File: src/core_pkg.sv
package core_pkg;

    // ==================================================
    // widths and word types
    // ==================================================
    localparam int xlen = 32;

    typedef logic [xlen-1:0] word_t;
    typedef logic [31:0]     inst_t;
    typedef logic [4:0]      reg_addr_t;
    typedef logic [6:0]      opcode_t;

    // ==================================================
    // decoder codes
    // ==================================================
    typedef enum logic [2:0] {
        inst_inv,
        inst_auipc,
        inst_jal,
        inst_beq,
        inst_sw,
        inst_addi,
        inst_add,
        inst_ebreak
    } inst_num_e;

    typedef enum logic [2:0] {
        type_n,
        type_r,
        type_i,
        type_s,
        type_b,
        type_u,
        type_j
    } inst_type_e;

    localparam opcode_t op_auipc  = 7'b0010111;
    localparam opcode_t op_jal    = 7'b1101111;
    localparam opcode_t op_beq    = 7'b1100011;
    localparam opcode_t op_sw     = 7'b0100011;
    localparam opcode_t op_addi   = 7'b0010011;
    localparam opcode_t op_add    = 7'b0110011;
    localparam opcode_t op_ebreak = 7'b1110011;

    localparam int nr_inst = 7; // opcodes in the subset.
    localparam int nr_type = 6; // formats that carry an immediate entry.

endpackage

File: src/decode_if.sv
`timescale 1ns/1ps

interface decode_if;
    import core_pkg::*;

    inst_num_e  inst_num;
    inst_type_e inst_type;
    reg_addr_t  rd;
    reg_addr_t  rs1;
    reg_addr_t  rs2;
    word_t      imm;

    modport dec (
        output inst_num,
        output inst_type,
        output rd,
        output rs1,
        output rs2,
        output imm
    );

    modport regs (input rs1, input rs2);

    modport exe (input inst_num, input rd, input imm);

endinterface

File: src/core_top.sv
`timescale 1ns/1ps

module core_top #(
    parameter core_pkg::word_t RESET_PC = 32'h8000_0000
) (
    input  logic            clk,
    input  logic            rst,
    input  core_pkg::inst_t inst,
    output core_pkg::word_t pc,
    output logic            mem_wen,
    output core_pkg::word_t mem_addr,
    output core_pkg::word_t mem_wdata,
    output logic            halt,
    output logic            illegal
);
    import core_pkg::*;

    word_t     rdata1;
    word_t     rdata2;
    logic      wen;
    reg_addr_t waddr;
    word_t     wdata;
    word_t     next_pc;
    logic      halt_req;
    logic      illegal_req;
    logic      stall;

    decode_if dec_bus ();

    idu u_idu (
        .clk  (clk),
        .rst  (rst),
        .inst (inst),
        .dec  (dec_bus)
    );

    reg_file u_reg_file (
        .clk    (clk),
        .rst    (rst),
        .regs   (dec_bus),
        .wen    (wen),
        .waddr  (waddr),
        .wdata  (wdata),
        .rdata1 (rdata1),
        .rdata2 (rdata2)
    );

    exu u_exu (
        .exe         (dec_bus),
        .stall       (stall),
        .pc          (pc),
        .rdata1      (rdata1),
        .rdata2      (rdata2),
        .wen         (wen),
        .waddr       (waddr),
        .wdata       (wdata),
        .next_pc     (next_pc),
        .mem_wen     (mem_wen),
        .mem_addr    (mem_addr),
        .mem_wdata   (mem_wdata),
        .halt_req    (halt_req),
        .illegal_req (illegal_req)
    );

    ifu #(.RESET_PC(RESET_PC)) u_ifu (
        .clk         (clk),
        .rst         (rst),
        .next_pc     (next_pc),
        .halt_req    (halt_req),
        .illegal_req (illegal_req),
        .pc          (pc),
        .halt        (halt),
        .illegal     (illegal),
        .stall       (stall)
    );

endmodule

File: src/exu.sv
`timescale 1ns/1ps

module exu (
    decode_if.exe               exe,
    input  logic                stall,
    input  core_pkg::word_t     pc,
    input  core_pkg::word_t     rdata1,
    input  core_pkg::word_t     rdata2,
    output logic                wen,
    output core_pkg::reg_addr_t waddr,
    output core_pkg::word_t     wdata,
    output core_pkg::word_t     next_pc,
    output logic                mem_wen,
    output core_pkg::word_t     mem_addr,
    output core_pkg::word_t     mem_wdata,
    output logic                halt_req,
    output logic                illegal_req
);
    import core_pkg::*;

    word_t pc_plus4;
    word_t pc_imm;
    logic  wen_int;
    logic  mem_wen_int;

    assign pc_plus4  = pc + 32'd4;
    assign pc_imm    = pc + exe.imm; // shared by auipc, jal and beq.
    assign waddr     = exe.rd;
    assign mem_addr  = rdata1 + exe.imm;
    assign mem_wdata = rdata2;

    // ==================================================
    // per instruction results
    // ==================================================
    always_comb begin
        wen_int     = 1'b0;
        mem_wen_int = 1'b0;
        wdata       = '0;
        next_pc     = pc_plus4;
        halt_req    = 1'b0;
        illegal_req = 1'b0;
        case (exe.inst_num)
            inst_add: begin
                wen_int = 1'b1;
                wdata   = rdata1 + rdata2;
            end
            inst_addi: begin
                wen_int = 1'b1;
                wdata   = rdata1 + exe.imm;
            end
            inst_auipc: begin
                wen_int = 1'b1;
                wdata   = pc_imm;
            end
            inst_jal: begin
                wen_int = 1'b1;
                wdata   = pc_plus4; // link address.
                next_pc = pc_imm;
            end
            inst_beq: begin
                if (rdata1 == rdata2) begin
                    next_pc = pc_imm;
                end
            end
            inst_sw: mem_wen_int = 1'b1;
            inst_ebreak: halt_req = 1'b1;
            default: illegal_req = 1'b1;
        endcase
    end

    // a stopped core must not touch state.
    assign wen     = wen_int & ~stall;
    assign mem_wen = mem_wen_int & ~stall;

endmodule

File: src/idu.sv
`timescale 1ns/1ps

module idu (
    input  logic            clk,
    input  logic            rst,
    input  core_pkg::inst_t inst,
    decode_if.dec           dec
);
    import core_pkg::*;

    localparam int num_len  = $bits(inst_num_e);
    localparam int type_len = $bits(inst_type_e);
    localparam int op_len   = $bits(opcode_t);

    opcode_t             opcode;
    logic [num_len-1:0]  num_raw;
    logic [type_len-1:0] type_raw;
    word_t               imm_i;
    word_t               imm_s;
    word_t               imm_b;
    word_t               imm_u;
    word_t               imm_j;

    assign opcode = inst[6:0];

    // ==================================================
    // opcode lookups
    // ==================================================
    key_mux #(.NR_KEY(nr_inst), .KEY_LEN(op_len), .DATA_LEN(num_len)) u_num_mux (
        .out         (num_raw),
        .key         (opcode),
        .default_out (inst_inv),
        .lut         ({op_auipc, inst_auipc, op_jal, inst_jal, op_beq, inst_beq,
                       op_sw, inst_sw, op_addi, inst_addi, op_add, inst_add,
                       op_ebreak, inst_ebreak})
    );

    key_mux #(.NR_KEY(nr_inst), .KEY_LEN(op_len), .DATA_LEN(type_len)) u_type_mux (
        .out         (type_raw),
        .key         (opcode),
        .default_out (type_n),
        .lut         ({op_auipc, type_u, op_jal, type_j, op_beq, type_b,
                       op_sw, type_s, op_addi, type_i, op_add, type_r,
                       op_ebreak, type_i}) // ebreak shares the I layout.
    );

    assign imm_i = {{20{inst[31]}}, inst[31:20]};
    assign imm_s = {{20{inst[31]}}, inst[31:25], inst[11:7]};
    assign imm_b = {{19{inst[31]}}, inst[31], inst[7], inst[30:25], inst[11:8], 1'b0};
    assign imm_u = {inst[31:12], 12'b0};
    assign imm_j = {{11{inst[31]}}, inst[31], inst[19:12], inst[20], inst[30:21], 1'b0};

    key_mux #(.NR_KEY(nr_type), .KEY_LEN(type_len), .DATA_LEN(xlen)) u_imm_mux (
        .out         (dec.imm),
        .key         (type_raw),
        .default_out (word_t'(0)),
        .lut         ({type_r, word_t'(0), type_i, imm_i, type_s, imm_s,
                       type_b, imm_b, type_u, imm_u, type_j, imm_j})
    );

    assign dec.inst_num  = inst_num_e'(num_raw);
    assign dec.inst_type = inst_type_e'(type_raw);
    assign dec.rd        = inst[11:7];
    assign dec.rs1       = inst[19:15];
    assign dec.rs2       = inst[24:20];

endmodule

File: src/ifu.sv
`timescale 1ns/1ps

module ifu #(
    parameter core_pkg::word_t RESET_PC = 32'h8000_0000
) (
    input  logic            clk,
    input  logic            rst,
    input  core_pkg::word_t next_pc,
    input  logic            halt_req,
    input  logic            illegal_req,
    output core_pkg::word_t pc,
    output logic            halt,
    output logic            illegal,
    output logic            stall
);
    import core_pkg::*;

    word_t pc_q;
    logic  halt_q;
    logic  illegal_q;

    always_ff @(posedge clk) begin
        if (rst) begin
            pc_q      <= RESET_PC;
            halt_q    <= 1'b0;
            illegal_q <= 1'b0;
        end else if (!stall) begin
            halt_q    <= halt_req;
            illegal_q <= illegal_req;
            if (!halt_req && !illegal_req) begin
                pc_q <= next_pc; // a stopping instruction keeps its own address.
            end
        end
    end

    assign stall   = halt_q | illegal_q;
    assign pc      = pc_q;
    assign halt    = halt_q | (halt_req & ~stall);
    assign illegal = illegal_q | (illegal_req & ~stall);

endmodule

File: src/key_mux.sv
`timescale 1ns/1ps

module key_mux #(
    parameter int NR_KEY   = 2,
    parameter int KEY_LEN  = 1,
    parameter int DATA_LEN = 1
) (
    output logic [DATA_LEN-1:0]                  out,
    input  logic [KEY_LEN-1:0]                   key,
    input  logic [DATA_LEN-1:0]                  default_out,
    input  logic [NR_KEY*(KEY_LEN+DATA_LEN)-1:0] lut
);

    localparam int PAIR_LEN = KEY_LEN + DATA_LEN;

    // each pair is packed as {key, data}, first pair in the top bits.
    always_comb begin
        out = default_out;
        for (int i = 0; i < NR_KEY; i++) begin
            if (lut[i*PAIR_LEN+DATA_LEN +: KEY_LEN] == key) begin
                out = lut[i*PAIR_LEN +: DATA_LEN];
            end
        end
    end

endmodule

File: src/reg_file.sv
`timescale 1ns/1ps

module reg_file (
    input  logic                clk,
    input  logic                rst,
    decode_if.regs              regs,
    input  logic                wen,
    input  core_pkg::reg_addr_t waddr,
    input  core_pkg::word_t     wdata,
    output core_pkg::word_t     rdata1,
    output core_pkg::word_t     rdata2
);
    import core_pkg::*;

    word_t rf_q [1:31]; // x0 has no storage.

    always_ff @(posedge clk) begin
        if (rst) begin
            for (int i = 1; i < 32; i++) begin
                rf_q[i] <= '0;
            end
        end else if (wen && (waddr != '0)) begin
            rf_q[waddr] <= wdata;
        end
    end

    // reads see the value from before this cycle's write.
    assign rdata1 = (regs.rs1 == '0) ? '0 : rf_q[regs.rs1];
    assign rdata2 = (regs.rs2 == '0) ? '0 : rf_q[regs.rs2];

endmodule

File: config.mk
export PLATFORM = sky130hd
export DESIGN_NAME = core_top
export DESIGN_NICKNAME = d
export VERILOG_FILES = /design/src/core_pkg.sv /design/src/decode_if.sv /design/src/core_top.sv /design/src/exu.sv /design/src/idu.sv /design/src/ifu.sv /design/src/key_mux.sv /design/src/reg_file.sv
export SDC_FILE = /design/constraint.sdc
export NUM_CORES = 2
export LEC_CHECK = 0
export BUFFER_PORTS_ARGS = -buffer_cell sky130_fd_sc_hd__buf_2
export CAP_MARGIN = 20
export CORE_MARGIN = 2
export CORE_UTILIZATION = 45
export DETAILED_ROUTE_END_ITERATION = 16
export GPL_TIMING_DRIVEN = 0
export PLACE_DENSITY_LB_ADDON = 0.08
export SETUP_SLACK_MARGIN = 0.5
export SLEW_MARGIN = 5
export SYNTH_ARGS = -nofsm -noshare
export SYNTH_HDL_FRONTEND = slang
export SYNTH_HIERARCHICAL = 1
export SYNTH_SLANG_ARGS = --single-unit
File: constraint.sdc
create_clock -name clk -period 10.02 [get_ports clk]
set_input_delay 2.004 -clock clk [delete_from_list [all_inputs] [get_ports clk]]
set_output_delay 2.004 -clock clk [all_outputs]
set_load 0.01 [all_outputs]
Word-level counts from Yosys, hierarchy flattened
Memories as Yosys holds them, arrays and structs flattened.
Cells that the tools add are included.

cells by class
  add/sub/neg operators = 4
  bitwise gates (word level) = 8
  mux-type cells = 37
  equal/unequal tests = 21
  reductions and logical operators = 10

operators by type and width
  cell                                                                   count
  32-bit 2-to-1 mux                                                      10
  32-bit one-hot mux with 4 select lines                                 1
  32-bit adder                                                           3
  32-bit one-hot mux with 2 select lines                                 1
  3-bit 2-to-1 mux                                                       13
  32-bit by 3-bit adder with 32-bit output, second input constant        1
  32-bit equality test                                                   1
  32-bit OR reduction                                                    1
  7-bit equality test, first input constant                              3
  5-bit by 7-bit equality test with 1-bit output, first input constant   2
  6-bit by 7-bit equality test with 1-bit output, first input constant   2
  3-bit equality test, second input constant                             4
  5-bit logical NOT                                                      2
  1-bit 2-to-1 mux                                                       10
  3-bit equality test, first input constant                              3
  7-bit OR reduction                                                     1
  2-bit by 3-bit equality test with 1-bit output, first input constant   2
  3-bit by 2-bit equality test with 1-bit output, second input constant  2
  5-bit 2-to-1 mux                                                       1
  5-bit nonzero test                                                     1
  1-bit AND                                                              4
  4-bit OR reduction                                                     1
  1-bit by 3-bit equality test with 1-bit output, first input constant   1
  3-bit by 1-bit equality test with 1-bit output, second input constant  1
  6 further kinds                                                        9

word-level totals
  memories kept = 1
  bits in writable memories = 992
  register bits = 34
  output and inout port bits = 99
  logic and storage cells = 84
  bits of input ports = 34

memories
  name             depth  width  rd ports  clocked after Yosys merged registers in  write ports  line            text
  u_reg_file.rf_q  31     32     2         0                                        31           reg_file.sv:15  word_t rf_q [1:31];

Logic depth before layout (Yosys ltp)
  depth in word-level cells = 18
  depth in mapped cells = 29
  depth with buffers taken out = 25

Cells and area by module
The synthesis kept the hierarchy.

modules (own cells, without submodules)
  module                          area each (sq um)  cells each  sequential area each (sq um)  times used
  reg_file                        54631.1            3765        30749.5                       1
  exu                             7329.5             1088        0.0                           1
  key_mux at u_idu.u_imm_mux      2627.5             377         0.0                           1
  key_mux at u_idu.u_num_mux ...  923.4              114         0.0                           2
  ifu                             1520.2             150         680.7                         1
  idu                             120.1              17          0.0                           1

Worst setup path after synthesis
Ideal clock, no wire load.

  path type = input -> output
  start point = in inst[3]
  end point = out mem_addr[31]
  stages = 24
  data required time = 8.016 ns
  path slack = 1.329 ns
  data arrival time = 6.687 ns
  path buffers = 4
  cells stage by stage = buf_6 xor2_1 nor4_2 nand4_2 o21a_1 o221ai_1 o31ai_2 buf_6 xor2_2 or3_1 buf_2 buf_6 a311oi_2 o21ai_1 a21oi_1 ha_1 a21oi_1 o22ai_2 o31ai_4 a2111oi_4 nor4_2 or4_4 and3_1 or2_1

on the way
  longest elaborated chain between the ends = 16
  elaborated cells on any way between the ends = 27
  those cells by class = add/sub: 1; eq/ne: 13; mux: 13

ends and longest elaborated chain
  what                            line             text
  from (decl)                     core_top.sv:8    input core_pkg::inst_t inst,
  7-bit equality test             key_mux.sv:20    if (lut[i*PAIR_LEN+DATA_LEN +: KEY_LEN] == key) begin
  2-bit 2-to-1 mux                key_mux.sv:20
  3-bit 2-to-1 mux (5 in a row)   key_mux.sv:20
  3-bit 2-to-1 mux *              key_mux.sv:20
  named net dec_bus.inst_type[1]  decode_if.sv:7   inst_type_e inst_type;
  3-bit equality test             key_mux.sv:20
  32-bit 2-to-1 mux (5 in a row)  key_mux.sv:20
  32-bit 2-to-1 mux *             key_mux.sv:20
  named net dec_bus.imm[1]        decode_if.sv:11  word_t imm;
  32-bit adder *                  exu.sv:29        assign mem_addr = rdata1 + exe.imm;
  to (decl)                       core_top.sv:11   output core_pkg::word_t mem_addr,

The timed path passes the listed nets; every way through them passes the cells marked *.

==> run metrics <==
ys flop type=edfxtp_1; flops & latches, synth=1,058; initial antenna violation count=10; GRT Total Usage=between 40% and 50%; placed inst area=roughly 74,000 sq um; status=completed; Power Internal=9.359 mW; Die ar.=154,400 sq um; clk buf depth=3; CTS Buf Count=about 120; final max-slew violation count=0; Initial Util=about 45%; Worst Setup Path Type=in -> reg; Peak Freq=between 100 and 150 MHz; Tcrit/Tclk final=a little over nine tenths; reg2reg start=u_reg_file/rf_q[15][18]; number of remaining DRC errors=0; mapped cell area=between 60,000 and 70,000 sq um; GP Congestion=~0.98; maxcap violations=0; routed length per placed instance=~37 microns; Worst Max-Slew Pin Slew=approximately 1.4 ns; power per cell area=roughly 180 nW/um^2; Switching Share=35.59%; setup TNS=0 ns; worst reg2reg setup slack=approximately 3.4 ns; Clock Tree Root=clkbuf_16; Tmin final=~10 ns; Clock Pin Slew Worst Setup and Hold Paths=0.06 ns; CP required=around 11 ns; Hold Crit Depth=2; critical path startpoint category=input port; Placed Instances=~8,200; total global routing overflow=0; Final Setup Violations=0; Hold EP=u_ifu/halt_q; post-synth top area share=a little under half; unrepaired setup endpoints after global routing=true; DRT iter0 DRCs=7,959; Port Buffers=roughly 130; total power draw=roughly 15 mW; most frequent cells in the layout=1,042 x and2_1, 1,024 x edfxtp_1, 366 x mux2i_1; switching power total=approximately 5.2 mW; worst hold start=u_ifu/halt_q; Leak=approximately 30 nW; Core Region=150,000 sq um; vias=~55,000; Max VDD drop=about 140 uV; top cells by area, synth=edfxtp_1 45%, mux4_2 12%, and2_1 9.6%; vias per cell=~6.4; number of placed I/O pins=133; first-pass GRT wire length=422,700 microns; synthesized area per cell=approximately 12 sq um; commonest non-fill, non-tap cell in the layout=and2_1; Area Overhead vs Synth=17.77%; Final #Nets=between 6,000 and 7,000; largest net degree at the start of global routing=76; Die H=a little under 400 microns; synth unique cells=between 90 and 100; ys async rst share=0%; Reg power frac=35.5%; ANT nets after route=0; detailed placer's ending HPWL=between 200,000 and 250,000 microns; final instance area=approximately 80,000 sq um; CP Capture Type=flip-flop; worst hold path type=reg -> reg; Clock power frac=between 30% and 40%; CTS Hold Bufs=0; fin cells=8,477; RR Endpoint=u_reg_file/rf_q[28][27]; total wire length=between 300,000 and 400,000 microns; post-synthesis sequential area ratio=between 40 and 50%; Detailed Routing Iterations Pass 1=7; Synth Instances=~5,600; Logic pwr share=approximately a third; Fin. Hold Viols=0; skew final=0.04405 ns; H-tree levels=3; vias in the first global route=between 50,000 and 60,000; Cell Rows=around 140; CTS sink cnt=about 1,100; Arrival @ worst endpoint=between 10 and 15 ns; share of layout cells above drive strength 1=between 20 and 25%; clk_lat worst skew=between 0.7 and 0.8 ns; Worst Reg-to-Reg Cells=16; relative slew slack=~6.5%; leading area contributor after synthesis=edfxtp_1; worst-path fanout max=10; yosys warns=6; TritonCTS clock tree=yes; number of synthesized flops with an enable pin=just over 1,000; Die W=approximately 390 microns
[sequential cells by signal, indices dropped and copies added, names as in the netlist]
name	count
u_reg_file/rf_q	1024
u_ifu/illegal_q	1
u_ifu/pc	32
u_ifu/halt_q	1
[power groups by stage]
stage	clock (mW)	combinational, mW	sequential [mW]
final	4.65	4.72	5.16
after global routing	4.85	4.86	5.17
after CTS	4.69	4.38	5.15
after detailed placement	0	4.19	5.24
after global placement	0	4.06	5.24
after floorplan	0	2.39	5.19
[layer usage]
| layer | share of wire [%] | global-route usage, % | wire [microns] | vias to the layer above |
|---|---|---|---|---|
| li1 | - | - | - | 22550 |
| met1 | 36 | 49.63 | 113000 | 27270 |
| met3 | 12 | 11.15 | 36770 | 923 |
| met4 | 9.9 | 32.76 | 30960 | 10 |
| met2 | 42 | 58.35 | 132600 | 3806 |
| met5 | 0.068 | 0.7974 | 213 | - |
[logic make-up after synthesis]
kind of cell	share of synthesized area (%)
xor+xnor	2.950
buf+inv	4.532
compound gates	10.90
fa+ha+maj	1.889
mux	17.84
flops	46.17
other cells	0.01654
simple gates	15.71
[stage by stage]
step           hold WS, ns  utilization [%]  setup slack (ns)
6_report            0.5539            53.46            0.1377
3_5_place_dp        0.5353            49.32           -0.8360
4_1_cts             0.5465            52.69            0.4937
2_1_floorplan       0.5050                -             1.329
3_3_place_gp        0.5207            48.28            -3.066
5_1_grt             0.5882            53.45            0.4229
[timing repair]
action	in CTS	in global routing
gates resized for setup	165	185
pin swaps	21	49
hold endpoints to repair	0	0
cloned	0	1
endpoints found under the setup margin	64	14
buffers inserted	25	24
[worst max-delay path, cell delays in order]
cell	delay [ns]
buf_2	0.18
buf_4	0.14
buf_2	0.29
buf_2	0.36
buf_6	0.32
nand3b_1	0.90
clkbuf_1	0.69
o22ai_1	0.31
a2111oi_2	0.08
buf_4	0.25
nor3_2	0.81
ha_1	0.36
nand3_1	0.21
nor4_1	0.47
nor2_1	0.12
nor3b_1	0.16
o21ai_0	0.54
and2_1	0.23
or3_1	0.12
a31oi_1	0.08
o22ai_1	1.05
clkbuf_1	0.52
and2_1	0.21
[Yosys cell counts (all sizes together) (5+ instances only)]
| library cell | number |
|---|---|
| and4 | 8 |
| a22oi | 116 |
| nand4 | 66 |
| nor3 | 54 |
| nand3b | 5 |
| nor2 | 130 |
| a2111oi | 57 |
| buf | 192 |
| or2 | 40 |
| nand2b | 81 |
| o22ai | 101 |
| edfxtp | 1024 |
| a311oi | 34 |
| nand3 | 43 |
| and3 | 19 |
| o31ai | 47 |
| nand2 | 120 |
| dfxtp | 34 |
| a31oi | 15 |
| o21bai | 16 |
| o221ai | 7 |
| mux2 | 41 |
| o21ai | 140 |
| o21a | 16 |
| nor2b | 64 |
| inv | 50 |
| a21oi | 211 |
| or3 | 21 |
| o2bb2ai | 10 |
| ha | 98 |
| and2 | 1042 |
| nor4b | 5 |
| mux2i | 366 |
| o211ai | 15 |
| a221oi | 40 |
| a21o | 37 |
| a211oi | 64 |
| xor2 | 99 |
| nor4 | 85 |
| clkbuf | 401 |
| xnor2 | 126 |
| mux4 | 356 |
| a22o | 67 |
| o31a | 5 |
[final cells by class]
cell class | count | area, sq um
Fill cell | 13120 | 69780
Inverter | 52 | 195.2
Timing Repair Buffer | 290 | 2550
Tap cell | 2016 | 2522
Multi-Input combinational cell | 4234 | 36250
Antenna cell | 5 | 12.51
Sequential cell | 1058 | 31430
Buffer | 593 | 3117
Clock inverter | 87 | 918.4
Clock buffer | 142 | 3171
[how the worst max path moves through the flow]
stage,startpoint,end,slack (ns),cells past startpoint
after floorplan,inst[3],mem_addr[31],1.33,24
after global placement,inst[21],u_reg_file/rf_q[26][29],-3.07,21
after detailed placement,inst[16],mem_addr[28],-0.84,22
after CTS,inst[2],mem_addr[28],0.49,27
after global routing,inst[2],mem_addr[31],0.42,25
final,inst[22],u_reg_file/rf_q[28][27],0.14,23
(Power assumes the default switching activity.)
